$ cat src/include/int_res_defines.svh
`ifndef INT_RES_DEFINES_SVH
`define INT_RES_DEFINES_SVH

// Bank organisation
`define INT_RES_NUM_BANKS 4
`define INT_RES_BANK_DEPTH 16
`define INT_RES_BANK_AW 4

// Global word address covering all banks
`define INT_RES_AW 6

// Stored half and compute word widths
`define INT_RES_STO_W 8
`define INT_RES_COMP_W 24
`define INT_RES_COMP_Q 12

// Double format keeps 6 integer bits
`define INT_RES_DW_INT 6

`endif

$ cat src/rtl/int_res_pkg.sv
`include "int_res_defines.svh"

package int_res_pkg;

    // Stored number formats, width implied by the format
    typedef enum logic [2:0] {
        FMT_SW_1_X = 3'd0,
        FMT_SW_2_X = 3'd1,
        FMT_SW_4_X = 3'd2,
        FMT_SW_5_X = 3'd3,
        FMT_SW_6_X = 3'd4,
        FMT_DW     = 3'd5
    } int_res_format_e;

    typedef struct packed {
        logic [`INT_RES_AW-1:0]     addr;
        int_res_format_e            format;
        logic [`INT_RES_COMP_W-1:0] data;
    } int_res_wr_req_t;

    typedef struct packed {
        logic [`INT_RES_AW-1:0] addr;
        int_res_format_e        format;
    } int_res_rd_req_t;

    // Per-bank command, read when en without we
    typedef struct packed {
        logic                        en;
        logic                        we;
        logic [`INT_RES_BANK_AW-1:0] offset;
        logic [`INT_RES_STO_W-1:0]   wdata;
    } int_res_bank_cmd_t;

    // Travels with a read while its data sits on the bank outputs
    typedef struct packed {
        logic [$clog2(`INT_RES_NUM_BANKS)-1:0] bank;
        int_res_format_e                       format;
    } int_res_rd_tag_t;

endpackage

$ cat src/rtl/int_res_bank.sv
`timescale 1ns/1ns
`include "int_res_defines.svh"

module int_res_bank (
    input  logic                           clk,
    input  int_res_pkg::int_res_bank_cmd_t cmd,
    output logic [`INT_RES_STO_W-1:0]      q
);

    logic [`INT_RES_STO_W-1:0] mem [`INT_RES_BANK_DEPTH];

    // Single port, q only moves on a read
    always_ff @(posedge clk) begin
        if (cmd.en) begin
            if (cmd.we) begin
                mem[cmd.offset] <= cmd.wdata;
            end else begin
                q <= mem[cmd.offset];
            end
        end
    end

endmodule

$ cat src/rtl/int_res_bank_map.sv
`timescale 1ns/1ns
`include "int_res_defines.svh"

module int_res_bank_map (
    input  logic [`INT_RES_AW-1:0]        rd_addr,
    input  logic [`INT_RES_AW-1:0]        wr_addr,
    input  int_res_pkg::int_res_format_e  rd_format,
    input  int_res_pkg::int_res_format_e  wr_format,
    output logic [`INT_RES_NUM_BANKS-1:0] rd_mask,
    output logic [`INT_RES_NUM_BANKS-1:0] wr_mask,
    output logic [`INT_RES_BANK_AW-1:0]   rd_offset,
    output logic [`INT_RES_BANK_AW-1:0]   wr_offset
);

    // Upper address bits name the bank, double width uses a bank pair
    function automatic logic [`INT_RES_NUM_BANKS-1:0] bank_mask(
        input logic [`INT_RES_AW-1:0]       addr,
        input int_res_pkg::int_res_format_e fmt
    );
        logic [`INT_RES_AW-`INT_RES_BANK_AW-1:0] bank;
        logic [`INT_RES_NUM_BANKS-1:0]           mask;
        bank = addr[`INT_RES_AW-1:`INT_RES_BANK_AW];
        mask = '0;
        if (fmt == int_res_pkg::FMT_DW) begin
            // Pair 0/2 for even bank, 1/3 for odd bank
            mask[{1'b0, bank[0]}] = 1'b1;
            mask[{1'b1, bank[0]}] = 1'b1;
        end else begin
            mask[bank] = 1'b1;
        end
        return mask;
    endfunction

    assign rd_mask   = bank_mask(rd_addr, rd_format);
    assign wr_mask   = bank_mask(wr_addr, wr_format);

    // Same offset in every bank of a pair
    assign rd_offset = rd_addr[`INT_RES_BANK_AW-1:0];
    assign wr_offset = wr_addr[`INT_RES_BANK_AW-1:0];

endmodule

$ cat src/rtl/int_res_ctrl.sv
`timescale 1ns/1ns
`include "int_res_defines.svh"

module int_res_ctrl (
    input  logic                                             clk,
    input  logic                                             rst,
    input  logic                                             wr_valid,
    input  logic                                             rd_valid,
    input  logic                                             rsp_ready,
    input  logic [`INT_RES_NUM_BANKS-1:0]                    wr_mask,
    input  logic [`INT_RES_NUM_BANKS-1:0]                    rd_mask,
    input  logic [`INT_RES_BANK_AW-1:0]                      wr_offset,
    input  logic [`INT_RES_BANK_AW-1:0]                      rd_offset,
    input  logic [`INT_RES_STO_W-1:0]                        msh,
    input  logic [`INT_RES_STO_W-1:0]                        lsh,
    input  int_res_pkg::int_res_format_e                     rd_format,
    output logic                                             rd_ready,
    output int_res_pkg::int_res_bank_cmd_t [`INT_RES_NUM_BANKS-1:0] bank_cmd,
    output logic                                             load,
    output int_res_pkg::int_res_rd_tag_t                     tag,
    output logic                                             rsp_valid
);

    localparam int NB     = `INT_RES_NUM_BANKS;
    localparam int BANK_IW = $clog2(NB);

    logic              s1_valid;
    logic              conflict;
    logic              rd_accept;
    logic              pair_write;
    logic [NB-1:0]     wr_hit;
    logic [NB-1:0]     rd_hit;
    logic [BANK_IW-1:0] rd_bank;

    // Write always wins a shared bank
    assign conflict  = wr_valid && (|(wr_mask & rd_mask));

    // Stage 1 moves on when the response register is free or leaving
    assign load      = s1_valid && (!rsp_valid || rsp_ready);
    assign rd_ready  = !conflict && (!s1_valid || load);
    assign rd_accept = rd_valid && rd_ready;

    assign wr_hit = {NB{wr_valid}} & wr_mask;
    assign rd_hit = {NB{rd_accept}} & rd_mask;

    // Two banks in the mask means a double write
    assign pair_write = |(wr_mask[NB/2-1:0] & wr_mask[NB-1:NB/2]);

    always_comb begin
        for (int b = 0; b < NB; b++) begin
            bank_cmd[b].en     = wr_hit[b] | rd_hit[b];
            bank_cmd[b].we     = wr_hit[b];
            bank_cmd[b].offset = wr_hit[b] ? wr_offset : rd_offset;
            // Lower bank of a pair takes the MSH
            bank_cmd[b].wdata  = (pair_write && b < NB / 2) ? msh : lsh;
        end
    end

    // Highest set bit, its LSB still names the pair for double reads
    always_comb begin
        rd_bank = '0;
        for (int b = 0; b < NB; b++) begin
            if (rd_mask[b]) begin
                rd_bank = BANK_IW'(b);
            end
        end
    end

    always_ff @(posedge clk) begin
        if (rst) begin
            s1_valid  <= 1'b0;
            rsp_valid <= 1'b0;
        end else begin
            s1_valid  <= rd_accept || (s1_valid && !load);
            rsp_valid <= load || (rsp_valid && !rsp_ready);
        end
    end

    always_ff @(posedge clk) begin
        if (rd_accept) begin
            tag.bank   <= rd_bank;
            tag.format <= rd_format;
        end
    end

endmodule

$ cat src/rtl/int_res_mem_top.sv
`timescale 1ns/1ns
`include "int_res_defines.svh"

module int_res_mem_top (
    input  logic                           clk,
    input  logic                           rst,
    input  logic                           wr_valid,
    input  int_res_pkg::int_res_wr_req_t   wr_req,
    input  logic                           rd_valid,
    input  int_res_pkg::int_res_rd_req_t   rd_req,
    input  logic                           rsp_ready,
    output logic                           rd_ready,
    output logic                           rsp_valid,
    output logic [`INT_RES_COMP_W-1:0]     rsp_data
);

    logic [`INT_RES_NUM_BANKS-1:0]  wr_mask;
    logic [`INT_RES_NUM_BANKS-1:0]  rd_mask;
    logic [`INT_RES_BANK_AW-1:0]    wr_offset;
    logic [`INT_RES_BANK_AW-1:0]    rd_offset;
    logic [`INT_RES_STO_W-1:0]      msh;
    logic [`INT_RES_STO_W-1:0]      lsh;
    logic                           load;
    int_res_pkg::int_res_rd_tag_t   tag;

    int_res_pkg::int_res_bank_cmd_t [`INT_RES_NUM_BANKS-1:0] bank_cmd;
    logic [`INT_RES_NUM_BANKS-1:0][`INT_RES_STO_W-1:0]       bank_q;

    int_res_bank_map u_bank_map (
        .rd_addr   (rd_req.addr),
        .wr_addr   (wr_req.addr),
        .rd_format (rd_req.format),
        .wr_format (wr_req.format),
        .rd_mask   (rd_mask),
        .wr_mask   (wr_mask),
        .rd_offset (rd_offset),
        .wr_offset (wr_offset)
    );

    int_res_write_pack u_write_pack (
        .data   (wr_req.data),
        .format (wr_req.format),
        .msh    (msh),
        .lsh    (lsh)
    );

    int_res_ctrl u_ctrl (
        .clk       (clk),
        .rst       (rst),
        .wr_valid  (wr_valid),
        .rd_valid  (rd_valid),
        .rsp_ready (rsp_ready),
        .wr_mask   (wr_mask),
        .rd_mask   (rd_mask),
        .wr_offset (wr_offset),
        .rd_offset (rd_offset),
        .msh       (msh),
        .lsh       (lsh),
        .rd_format (rd_req.format),
        .rd_ready  (rd_ready),
        .bank_cmd  (bank_cmd),
        .load      (load),
        .tag       (tag),
        .rsp_valid (rsp_valid)
    );

    for (genvar b = 0; b < `INT_RES_NUM_BANKS; b++) begin : g_bank
        int_res_bank u_bank (
            .clk (clk),
            .cmd (bank_cmd[b]),
            .q   (bank_q[b])
        );
    end

    int_res_read_unpack u_read_unpack (
        .clk      (clk),
        .rst      (rst),
        .load     (load),
        .tag      (tag),
        .q        (bank_q),
        .rsp_data (rsp_data)
    );

endmodule

$ cat src/rtl/int_res_read_unpack.sv
`timescale 1ns/1ns
`include "int_res_defines.svh"

module int_res_read_unpack (
    input  logic                                           clk,
    input  logic                                           rst,
    input  logic                                           load,
    input  int_res_pkg::int_res_rd_tag_t                   tag,
    input  logic [`INT_RES_NUM_BANKS-1:0][`INT_RES_STO_W-1:0] q,
    output logic [`INT_RES_COMP_W-1:0]                     rsp_data
);

    localparam int W  = `INT_RES_COMP_W;
    localparam int S  = `INT_RES_STO_W;
    localparam int Q  = `INT_RES_COMP_Q;
    localparam int DW = `INT_RES_DW_INT;

    logic [S-1:0]   single_byte;
    logic [2*S-1:0] pair;
    logic [W-1:0]   sext_single;
    logic [W-1:0]   sext_pair;
    logic [W-1:0]   unpacked;

    // MSH bank sits in the lower half of the pair
    assign single_byte = q[tag.bank];
    assign pair        = {q[{1'b0, tag.bank[0]}], q[{1'b1, tag.bank[0]}]};

    assign sext_single = {{(W - S){single_byte[S-1]}}, single_byte};
    assign sext_pair   = {{(W - 2 * S){pair[2*S-1]}}, pair};

    // Shifting the sign-extended value leaves zeros below the stored bits
    always_comb begin
        case (tag.format)
            int_res_pkg::FMT_SW_1_X: unpacked = sext_single << (Q - S + 1);
            int_res_pkg::FMT_SW_2_X: unpacked = sext_single << (Q - S + 2);
            int_res_pkg::FMT_SW_4_X: unpacked = sext_single << (Q - S + 4);
            int_res_pkg::FMT_SW_5_X: unpacked = sext_single << (Q - S + 5);
            int_res_pkg::FMT_SW_6_X: unpacked = sext_single << (Q - S + 6);
            int_res_pkg::FMT_DW:     unpacked = sext_pair << (Q + DW - 2 * S);
            default:                 unpacked = '0;
        endcase
    end

    // Response register, holds until the next load
    always_ff @(posedge clk) begin
        if (rst) begin
            rsp_data <= '0;
        end else if (load) begin
            rsp_data <= unpacked;
        end
    end

endmodule

$ cat src/rtl/int_res_write_pack.sv
`timescale 1ns/1ns
`include "int_res_defines.svh"

module int_res_write_pack (
    input  logic [`INT_RES_COMP_W-1:0]   data,
    input  int_res_pkg::int_res_format_e format,
    output logic [`INT_RES_STO_W-1:0]    msh,
    output logic [`INT_RES_STO_W-1:0]    lsh
);

    localparam int S  = `INT_RES_STO_W;
    localparam int Q  = `INT_RES_COMP_Q;
    localparam int DW = `INT_RES_DW_INT;

    // Byte for k integer bits starts at bit Q-S+k, truncation wraps
    always_comb begin
        msh = '0;
        case (format)
            int_res_pkg::FMT_SW_1_X: begin
                lsh = S'(data >> (Q - S + 1));
            end
            int_res_pkg::FMT_SW_2_X: begin
                lsh = S'(data >> (Q - S + 2));
            end
            int_res_pkg::FMT_SW_4_X: begin
                lsh = S'(data >> (Q - S + 4));
            end
            int_res_pkg::FMT_SW_5_X: begin
                lsh = S'(data >> (Q - S + 5));
            end
            int_res_pkg::FMT_SW_6_X: begin
                lsh = S'(data >> (Q - S + 6));
            end
            int_res_pkg::FMT_DW: begin
                // Bits 17..10 and 9..2
                msh = S'(data >> (Q + DW - S));
                lsh = S'(data >> (Q + DW - 2 * S));
            end
            default: begin
                lsh = '0;
            end
        endcase
    end

endmodule

$ cat config.mk
export PLATFORM = sky130hd
export DESIGN_NAME = int_res_mem_top
export DESIGN_NICKNAME = d
export VERILOG_FILES = /design/src/rtl/int_res_pkg.sv /design/src/rtl/int_res_bank.sv /design/src/rtl/int_res_bank_map.sv /design/src/rtl/int_res_ctrl.sv /design/src/rtl/int_res_mem_top.sv /design/src/rtl/int_res_read_unpack.sv /design/src/rtl/int_res_write_pack.sv
export VERILOG_INCLUDE_DIRS = /design/src /design/src/include
export SDC_FILE = /design/constraint.sdc
export NUM_CORES = 1
export LEC_CHECK = 0
export BUFFER_PORTS_ARGS = -buffer_cell sky130_fd_sc_hd__buf_2
export CAP_MARGIN = 5
export CORE_MARGIN = 4
export CORE_UTILIZATION = 45
export CTS_BUF_LIST = sky130_fd_sc_hd__clkbuf_4 sky130_fd_sc_hd__clkbuf_8
export CTS_CLUSTER_DIAMETER = 120
export CTS_CLUSTER_SIZE = 16
export DETAILED_ROUTE_END_ITERATION = 10
export HOLD_SLACK_MARGIN = 0.15
export PLACE_DENSITY = 0.66
export REMOVE_ABC_BUFFERS = 1
export SETUP_SLACK_MARGIN = 0.05
export SLEW_MARGIN = 0
export SYNTH_ARGS = -nofsm -noshare
export SYNTH_HDL_FRONTEND = slang
export SYNTH_SLANG_ARGS = --single-unit
$ cat constraint.sdc
create_clock -name clk -period 6.5 [get_ports clk]
set_input_delay 1.625 -clock clk [delete_from_list [all_inputs] [get_ports clk]]
set_output_delay 1.625 -clock clk [all_outputs]
set_load 0.02 [all_outputs]
==> reports/results.txt, run 1 <==
Slew Viols, Final: 0
simple-gate area share of the yosys netlist: 0.0499
worst skew pair latency: 640 ps
nets: 1848
vias in the first global route: 15800
Synth area leaders: edfxtp_1 (69%), o21ai_0 (11%), a41oi_1 (4.7%), clkbuf_1 (1.9%), mux2i_1 (1.8%)
PostCTS Resize Cnt: 0
metal2 WL: 31600 um
mux cell area share after synthesis: 0.0344
HP Start: u_read_unpack.rsp_data[11]$_SDFFE_PP0P_
Leak: 7.42 nW
setup violators final: 0
initial antenna violation count: 9
row count: 84
most used flip-flop cell after synthesis: edfxtp_1
worst hold margin: 454 ps
worst-margin pin slew: 1220 ps
Seq/Total Area, Yosys: 0.703
Worst R2R Path Depth: 4
first-pass detailed-route iteration total: 5
compound-cell area share of the yosys netlist: 0.182
drt via density: 6.44
Die X: 239 um
CP max stage delay: 450 ps
CTS Buffer Depth: 3
CP cell instances: buf_2 > nand3b_4 > nand3_1 > a32oi_1 > buf_2
first-pass GRT wire length: 98800 um
switching power: 1.66 mW
Setup CP Type: in -> out
min-delay worst type: reg -> reg
power share of the sequential group: 0.623
TritonCTS buffer count: 41
vias after detailed routing: 16200
Worst EP required: 4880 ps
clock group share of total power: 0.269
# IOs: 73
critical path startpoint category: input port
share of the synthesized area in the top cell type: 0.688
die area: 0.0570 mm^2
Max IR drop VDD: 0.109 mV
xor/xnor share of the synthesized area: 0.000730
CP endpoint kind: output pin
Clock Pin Slew Worst Setup and Hold Paths: 90 ps
Post-Syn Instances: 1786
skew final: 18.4 ps
Synth Register Bits: 567
Power Density: 257 mW/mm^2
TritonCTS clock tree: built
worst flop-to-flop path endpoint: g_bank[0].u_bank.q[2]$_DFFE_PP_
port bufs: 62
GRT Util Overall: 0.226
core area: 0.0527 mm^2
crit share post-route: 0.744
Util after Layout: 0.492
# hold bufs at CTS: 0
Final ANT Viol Nets: 0
clock period minus worst slack: 4830 ps
synth-to-layout area growth: 8.00%
RSZ-0062 raised after global routing: false
Net Sw Frac: 0.249
share of flip-flops with an asynchronous set or reset: 0
Logic pwr share: 0.108
Top cell by count, worst path: buf_2
reg2reg setup slack: 3880 ps
CTS root buf: clkbuf_8
Final Hold Viols: 0
met1 WL: 26200 um
top sig layer: met5
met3 routed WL: 5540 um
Internal: 5.00 mW
Post-Synth Adder-Cell Area: 0
CTS Sinks: 567
WL final: 65700 um
CP arrival: 3210 ps
outcome: completed
Max Cap Viol: 0
H-tree depth: 2
max frequency: 207 MHz
Synth cell types: 56
leading area contributor after synthesis: edfxtp_1
Syn Std Cell Area: 0.0240 mm^2
Initial Util: 0.455
hold endpoint: u_read_unpack.rsp_data[11]$_SDFFE_PP0P_
slowest stage cell, crit path: a32oi_1
Synth warnings: 0
Avg WL per Cell: 26.2 um
buffer count from post-CTS setup fixing: 0
CP Launch Point: wr_req[25]
FF-to-FF Start: u_ctrl.rsp_valid$_SDFF_PP0_
EDFF count, synth: 549
post-detail-place hpwl: 40100 um
total gr overflow: 0
Avg Inst Size Synth: 13.4 um^2
setup TNS: 0 ps
largest family of logic cells by synthesized area: compound AO/OA/AOI/OAI gates
ratio of cells with drive above 1 in the final layout: 0.143
Placer Congestion: 0.920
largest fanout on the critical path: 19
Worst slew margin: 0.185
Hold Crit Depth: 2
largest net degree at the start of global routing: 34
Die Y: 239 um
drc violations: 0
Initial DRC Count: 1724
[how the worst max path moves through the flow]
stage | end | slack (ps) | depth (start not counted)
6_report | rd_ready | 1670 | 5
5_1_grt | rd_ready | 1620 | 5
4_1_cts | rd_ready | 1700 | 5
3_5_place_dp | g_bank[1].u_bank.q[7]$_DFFE_PP_ | 1510 | 6
3_3_place_gp | g_bank[2].u_bank.mem[11][0]$_DFFE_PP_ | 1570 | 6
2_1_floorplan | g_bank[1].u_bank.q[0]$_DFFE_PP_ | 1890 | 5
[registers in the layout, indices dropped and copies added, names as in the netlist]
register and count:
u_read_unpack.rsp_data 16, u_ctrl.rsp_valid 1, u_ctrl.s1_valid 1, g_bank.u_bank.q 32
g_bank.u_bank.mem 512, u_ctrl.tag 5
[routing by layer]
metal  track usage  vias to the layer above
li1              -                     7083
met3        0.0336                      132
met2         0.366                      793
met1         0.314                     8138
met5             0                        -
met4        0.0800                        6
[synth_stat cells, drive strengths merged, types with 6 or more instances]
library cell,instances
edfxtp,549
o21ai,526
a41oi,128
clkbuf,121
nor2,106
a21oi,42
mux2i,42
buf,36
nand2,35
or4,32
dfxtp,18
o22ai,18
nor2b,15
mux2,14
nand3,12
mux4,11
inv,7
a211oi,6
nand2b,6
[area by class of cell]
type	instances	area, um^2
clock buffers	57	684
well taps	688	861
fillers	4448	26800
repair buffers	128	806
multi-input cells	1055	6650
diodes	5	12.5
inverters	8	30.0
clock inverters	1	11.3
flip-flops and latches	567	16800
[metrics by stage]
stage	setup WS [ps]	total power, mW	cell area (um^2)	instances
after floorplan	1890	4.60	23300	1630
after global placement	1570	4.92	25200	2446
after detailed placement	1510	4.94	25200	2446
after CTS	1700	6.67	25900	2504
after global routing	1620	6.87	25900	2507
final	1670	6.66	25900	2509
[critical path, delay by kind of cell]
family          cells  cell delay (ps)
compound gates      1              450
buf+inv             2              560
simple gates        2              550
[power by group through the flow]
stage / combinational [mW] / sequential [mW] / clock, mW
detailed placement: 0.705 / 4.23 / 0
finish: 0.718 / 4.15 / 1.79
global placement: 0.686 / 4.23 / 0
CTS: 0.708 / 4.15 / 1.81
floorplan: 0.359 / 4.24 / 0
global route: 0.771 / 4.16 / 1.94
[cells by family after synthesis]
family | after synthesis
mux | 67
flops | 567
other cells | 1
xor+xnor | 2
simple gates | 236
compound gates | 748
buf+inv | 165
[cell usage in the layout (no fill, tap or decap), drive strengths merged, types with 6 or more instances in the layout]
cell    synthesis  routed
o21ai         526     526
clkbuf        121      57
inv             7       8
nand2          35      35
nand2b          6       6
mux2           14      14
mux4           11      11
buf            36     128
or4            32      32
a211oi          6       6
a41oi         128     128
dfxtp          18      18
o22ai          18      18
nand3          12      12
mux2i          42      42
nor2b          15      15
edfxtp        549     549
nor2          106     106
a21oi          42      42
Power figures use the tool's default switching activity.
==> inputs of run 2 (changes only) <==
--- a/config.mk
+++ b/config.mk
@@ -6,6 +6,7 @@
 export SDC_FILE = /design/constraint.sdc
 export NUM_CORES = 1
 export LEC_CHECK = 0
+export ABC_AREA = 1
 export BUFFER_PORTS_ARGS = -buffer_cell sky130_fd_sc_hd__buf_2
 export CAP_MARGIN = 5
 export CORE_MARGIN = 4
==> constraint.sdc (replaced) <==
create_clock -name clk -period 5 [get_ports clk]
set_input_delay 1.25 -clock clk [delete_from_list [all_inputs] [get_ports clk]]
set_output_delay 1.25 -clock clk [all_outputs]
set_load 0.02 [all_outputs]
==> run 2 against run 1 <==
Against the previous run:
- clock skew rose by 14 ps
- sequential power rose by 30%
- synthesized area rose by 7.6%
- critical path type unchanged
- largest power group unchanged
==> reports/results.txt, run 2 <==
placed cell area: 0.0268 mm^2 (was 0.0252 mm^2)
Initial DRC Count: 1643 (was 1724)
Util after Layout: 0.485 (was 0.492)
# IOs: 73 (unchanged)
Leak: 11.0 nW (was 7.42 nW)
drt via density: 5.34 (was 6.44)
final instance area: 0.0274 mm^2 (was 0.0259 mm^2)
count leader, synth: nand2_1 (was edfxtp_1)
synth-to-layout area growth: 6.32% (was 8.00%)
setup TNS: 0 ps (unchanged)
port bufs: 62 (unchanged)
EDFF count, synth: 549 (unchanged)
CP cell instances: buf_2 > inv_1 > nand3_4 > nand2_4 > inv_1 > nor3_1 > nor2_1 > nand2_1 > nand2_1 > nand2_1 > inv_1 > buf_2 (was buf_2 > nand3b_4 > nand3_1 > a32oi_1 > buf_2)
post-detail-place hpwl: 38900 um (was 40100 um)
Seq/Total Area, Yosys: 0.653 (was 0.703)
Worst slew margin: 0.202 (was 0.185)
most common library cell in the layout ignoring fill and taps: nand2_1 (was edfxtp_1)
CTS Sinks: 567 (unchanged)
Syn Std Cell Area: 0.0258 mm^2 (was 0.0240 mm^2)
most frequent cells after synthesis: nand2_1 (1171), edfxtp_1 (549), nand3_1 (376) (was edfxtp_1 (549), o21ai_0 (522), a41oi_1 (128))
worst skew pair latency: 660 ps (was 640 ps)
Max IR drop VDD: 0.219 mV (was 0.109 mV)
Post-Synth Adder-Cell Area: 0 (unchanged)
CP endpoint kind: output pin (unchanged)
Setup CP Type: in -> out (unchanged)
Synth area leaders: edfxtp_1 (64%), nand2_1 (17%), nand3_1 (7.3%), inv_1 (1.8%), buf_2 (1.5%) (was edfxtp_1 (69%), o21ai_0 (11%), a41oi_1 (4.7%), clkbuf_1 (1.9%), mux2i_1 (1.8%))
Power Density: 324 mW/mm^2 (was 257 mW/mm^2)
RSZ-0062 raised after global routing: false (unchanged)
setup violators final: 0 (unchanged)
TritonCTS clock tree: built (unchanged)
compound-cell area share of the yosys netlist: 0.0238 (was 0.182)
nets: 2709 (was 1848)
H-tree depth: 2 (unchanged)
post-route setup slack: 919 ps (was 1670 ps)
GRT Util Overall: 0.205 (was 0.226)
largest net degree at the start of global routing: 58 (was 34)
buffer count from post-CTS setup fixing: 0 (unchanged)
worst hold margin: 472 ps (was 454 ps)
die area: 0.0613 mm^2 (was 0.0570 mm^2)
CTS root buf: clkbuf_8 (unchanged)
Placer Congestion: 0.876 (was 0.920)
Max Cap Viol: 0 (unchanged)
drc violations: 0 (unchanged)
Synth Register Bits: 567 (unchanged)
WL final: 63600 um (was 65700 um)
Top reg by flops: g_bank.u_bank.mem (unchanged)
Avg Inst Size Synth: 9.78 um^2 (was 13.4 um^2)
skew final: 32.5 ps (was 18.4 ps)
total power: 8.90 mW (was 6.66 mW)
largest family of logic cells by synthesized area: simple AND/OR/NAND/NOR gates (was compound AO/OA/AOI/OAI gates)
max FFs per register: 512 (unchanged)
xor/xnor share of the synthesized area: 0 (was 0.000730)
most used flip-flop cell after synthesis: edfxtp_1 (unchanged)
# hold bufs at CTS: 0 (unchanged)
row count: 87 (was 84)
share of the synthesized area in the top cell type: 0.639 (was 0.688)
vias in the first global route: 17400 (was 15800)
first-pass GRT wire length: 98200 um (was 98800 um)
CP arrival: 2830 ps (was 3210 ps)
Synth cell types: 34 (was 56)
reg2reg setup slack: 2630 ps (was 3880 ps)
min-delay worst type: reg -> reg (unchanged)
simple-gate area share of the yosys netlist: 0.274 (was 0.0499)
critical path startpoint category: input port (unchanged)
largest fanout on the critical path: 22 (was 19)
leading area contributor after synthesis: edfxtp_1 (unchanged)
ratio of cells with drive above 1 in the final layout: 0.0902 (was 0.143)
initial antenna violation count: 8 (was 9)
Initial Util: 0.456 (was 0.455)
Slew Viols, Final: 0 (unchanged)
Die X: 248 um (was 239 um)
worst-margin pin slew: 1200 ps (was 1220 ps)
PostCTS Resize Cnt: 0 (unchanged)
outcome: completed (unchanged)
first-pass detailed-route iteration total: 8 (was 5)
CTS Buffer Depth: 3 (unchanged)
share of flip-flops with an asynchronous set or reset: 0 (unchanged)
mux cell area share after synthesis: 0 (was 0.0344)
Worst R2R Path Depth: 9 (was 4)
core area: 0.0566 mm^2 (was 0.0527 mm^2)
Clock Pin Slew Worst Setup and Hold Paths: 100 ps (was 90 ps)
pre-CTS setup slack: 848 ps (was 1510 ps)
Synth warnings: 0 (unchanged)
clock period minus worst slack: 4080 ps
Hold Crit Depth: 2 (unchanged)
Die Y: 248 um (was 239 um)
placed insts: 3375 (was 2446)
Final Instance Count excl. Fillers: 3433 (was 2509)
Final ANT Viol Nets: 0 (unchanged)
total gr overflow: 0 (unchanged)
CP max stage delay: 280 ps (was 450 ps)
biggest regs: g_bank.u_bank.mem (512), g_bank.u_bank.q (32), u_read_unpack.rsp_data (16) (unchanged)
max frequency: 245 MHz
Final Hold Viols: 0 (unchanged)
Post-Syn Instances: 2640 (was 1786)
TritonCTS buffer count: 41 (unchanged)
slowest stage cell, crit path: nand3_4 (was a32oi_1)
Avg WL per Cell: 18.5 um (was 26.2 um)
crit share post-route: 0.816
vias after detailed routing: 18300 (was 16200)
Worst EP required: 3750 ps (was 4880 ps)
most frequent cells in the layout: nand2_1 (1171), edfxtp_1 (549), nand3_1 (376) (was edfxtp_1 (549), o21ai_0 (520), a41oi_1 (128))
[run 2: worst paths after layout]
kind,from,to
setup / recovery,wr_req[25],rd_ready
hold / removal,u_read_unpack.rsp_data[9]$_SDFFE_PP0P_,u_read_unpack.rsp_data[9]$_SDFFE_PP0P_
setup reg to reg,u_ctrl.tag[3]$_SDFFCE_PN1P_,u_read_unpack.rsp_data[13]$_SDFFE_PP0P_
hold reg to reg,u_read_unpack.rsp_data[9]$_SDFFE_PP0P_,u_read_unpack.rsp_data[9]$_SDFFE_PP0P_
[run 2: layout make-up]
| cell class | instances | area, um^2 |
|---|---|---|
| Clock buffer | 51 | 652 |
| Clock inverter | 2 | 16.3 |
| Timing Repair Buffer | 110 | 671 |
| Antenna cell | 5 | 12.5 |
| Sequential cell | 567 | 16800 |
| Fill cell | 5216 | 29200 |
| Tap cell | 756 | 946 |
| Inverter | 148 | 556 |
| Multi-Input combinational cell | 1794 | 7740 |
[run 2: critical path: cells and delay by family]
family | cells | cell delay (ps)
buffers and inverters | 5 | 600
and+or+nand+nor | 7 | 980
[run 2: where the power goes]
part	leakage (nW)	internal [mW]	switching [mW]	total, mW
registers	4.68	5.37	0.0259	5.40
logic	5.94	0.305	0.894	1.20
clock network	0.351	0.846	1.46	2.30
[run 2: cell families after synthesis]
group                  Yosys count
AND/OR/NAND/NOR               1691
flip-flops                     567
buffers and inverters          280
AO/OA/AOI/OAI                  101
other                            1
[run 2: metal layers]
layer / vias up / part of all wire / track usage
li1: 8833 / - / -
met1: 8649 / 0.43 / 0.292
met2: 712 / 0.46 / 0.325
met3: 125 / 0.081 / 0.0369
met4: 6 / 0.028 / 0.0616
met5: - / 0.00055 / 0
==> inputs of run 3 (changes only) <==
==> constraint.sdc (replaced) <==
create_clock -name clk -period 4.2 [get_ports clk]
set_input_delay 1.05 -clock clk [delete_from_list [all_inputs] [get_ports clk]]
set_output_delay 1.05 -clock clk [all_outputs]
set_load 0.02 [all_outputs]
==> run 3 against run 2 <==
Against the previous run:
- setup slack got worse by 170 ps
- non-clock buffer count rose by 29
- sequential cell count did not move
- via count rose by 0.69%
- sequential share of layout area fell by 0.66 points
- die area did not move
- worst hold slack got worse by 1.6 ps
- combinational power rose by 20%
- global-route usage fell by 0.17 points
- critical endpoint unchanged
- design area rose by 1.1%
==> reports/results.txt, run 3 (synthesized netlist as in run 2, its figures left out) <==
outcome: completed (unchanged)
largest fanout on the critical path: 4 (was 22)
Internal: 7.82 mW (was 6.52 mW)
drt via density: 5.32 (was 5.34)
switching power: 2.82 mW (was 2.38 mW)
setup violators final: 0 (unchanged)
TritonCTS buffer count: 41 (unchanged)
port bufs: 62 (unchanged)
Final ANT Viol Nets: 0 (unchanged)
CTS Sinks: 567 (unchanged)
Leak: 11.2 nW (was 11.0 nW)
vias in the first global route: 17500 (was 17400)
HP Start: u_read_unpack.rsp_data[2]$_SDFFE_PP0P_ (was u_read_unpack.rsp_data[9]$_SDFFE_PP0P_)
Initial DRC Count: 1684 (was 1643)
max FFs per register: 512 (unchanged)
worst skew pair latency: 660 ps (about the same)
CP Launch Point: rd_req[0] (was wr_req[25])
post-detail-place hpwl: 39400 um (was 38900 um)
power share of the sequential group: 0.604 (was 0.606)
row count: 87 (unchanged)
biggest regs: g_bank.u_bank.mem (512), g_bank.u_bank.q (32), u_read_unpack.rsp_data (16) (unchanged)
placed cell area: 0.0270 mm^2 (was 0.0268 mm^2)
Power Density: 384 mW/mm^2 (was 324 mW/mm^2)
CP endpoint kind: output pin (unchanged)
Die Y: 248 um (unchanged)
synth-to-layout area growth: 7.47% (was 6.32%)
TritonCTS clock tree: built (unchanged)
Max IR drop VDD: 0.278 mV (was 0.219 mV)
Worst EP required: 3150 ps (was 3750 ps)
FF-to-FF Start: u_ctrl.tag[3]$_SDFFCE_PN1P_ (unchanged)
Slew Viols, Final: 0 (unchanged)
CTS root buf: clkbuf_8 (unchanged)
CP arrival: 2400 ps (was 2830 ps)
placed insts: 3404 (was 3375)
nets: 2738 (was 2709)
most common library cell in the layout ignoring fill and taps: nand2_1 (unchanged)
total gr overflow: 0 (unchanged)
Avg WL per Cell: 18.2 um (was 18.5 um)
Die X: 248 um (unchanged)
Util after Layout: 0.490 (was 0.485)
ratio of cells with drive above 1 in the final layout: 0.102 (was 0.0902)
GRT Util Overall: 0.204 (was 0.205)
Net Sw Frac: 0.265 (was 0.267)
most frequent cells in the layout: nand2_1 (1171), edfxtp_1 (549), nand3_1 (376) (unchanged)
Final Hold Viols: 0 (unchanged)
Max Cap Viol: 0 (unchanged)
buffer count from post-CTS setup fixing: 0 (unchanged)
Clock Pin Slew Worst Setup and Hold Paths: 100 ps (about the same)
core area: 0.0566 mm^2 (unchanged)
worst hold margin: 471 ps (was 472 ps)
drc violations: 0 (unchanged)
first-pass GRT wire length: 97800 um (was 98200 um)
# hold bufs at CTS: 0 (unchanged)
initial antenna violation count: 13 (was 8)
skew final: 40.5 ps (was 32.5 ps)
worst-margin pin slew: 1040 ps (was 1200 ps)
critical path startpoint category: input port (unchanged)
RSZ-0062 raised after global routing: false (unchanged)
max frequency: 290 MHz
die area: 0.0613 mm^2 (unchanged)
PostCTS Resize Cnt: 0 (unchanged)
largest net degree at the start of global routing: 58 (unchanged)
min-delay worst type: reg -> reg (unchanged)
vias after detailed routing: 18500 (was 18300)
CTS Buffer Depth: 3 (unchanged)
clock period minus worst slack: 3450 ps
Initial Util: 0.456 (unchanged)
WL final: 63100 um (was 63600 um)
final instance area: 0.0277 mm^2 (was 0.0274 mm^2)
Final Instance Count excl. Fillers: 3467 (was 3433)
Top reg by flops: g_bank.u_bank.mem (unchanged)
Worst slew margin: 0.300 (was 0.202)
crit share post-route: 0.821
clock group share of total power: 0.261 (was 0.259)
first-pass detailed-route iteration total: 5 (was 8)
Placer Congestion: 0.874 (was 0.876)
Setup CP Type: in -> out (unchanged)
# IOs: 73 (unchanged)
Logic pwr share: 0.135 (about the same)
H-tree depth: 2 (unchanged)
## run 3: changes by cell type in the layout (fill, tap and decap cells not counted)
cell,previous run,this run
buf_4,48,74
clkbuf_4,8,12
buf_12,0,3
clkinvlp_4,1,0
inv_6,1,2
inv_8,0,1
## run 3: final timing paths
kind | endpoint | slack, ps | cells after the start
worst max register to register | u_read_unpack.rsp_data[9]$_SDFFE_PP0P_ | 1690 | 9
worst min register to register | u_read_unpack.rsp_data[2]$_SDFFE_PP0P_ | 470 | 2
worst min-delay path | u_read_unpack.rsp_data[2]$_SDFFE_PP0P_ | 470 | 2
worst max-delay path | rd_ready | 750 | 11
## run 3: critical path, cell delays in order
cell     delay, ps
buf_2          140
nand2_1         90
o21ai_0        370
nand2_1        130
nor2_1         110
nor2_1          50
nand2_1         70
nand2_1         60
nand2_1         80
inv_1           50
buf_2          180
## run 3: cell type report
cell class              count  area [um^2]
flip-flops and latches    567        16800
clock buffers              55          682
diodes                      5         12.5
well taps                 756          946
clock inverters             3         28.8
multi-input cells        1794         7740
inverters                 148          556
repair buffers            139          926
fillers                  5202        28900
## run 3: layer usage
metal,up-vias,global-route usage,share of wire
met1,8671,0.295,0.44
met2,746,0.316,0.45
met3,122,0.0419,0.090
met4,16,0.0551,0.024
li1,8897,-,-
met5,-,0,0.0017
## run 3: metrics by stage
stage               total power, mW  setup WS, ps  TNS [ps]
floorplan                      7.43          -244     -7810
global placement               7.96           737         0
detailed placement             7.98           678         0
CTS                            10.7           783         0
global route                   11.1           581         0
finish                         10.6           752         0
## run 3: power by group through the flow
stage	logic [mW]	registers [mW]	clock network (mW)
final	1.44	6.42	2.78
after global routing	1.60	6.43	3.05
after CTS	1.44	6.42	2.84
after detailed placement	1.43	6.55	0
after global placement	1.41	6.55	0
after floorplan	0.866	6.56	0
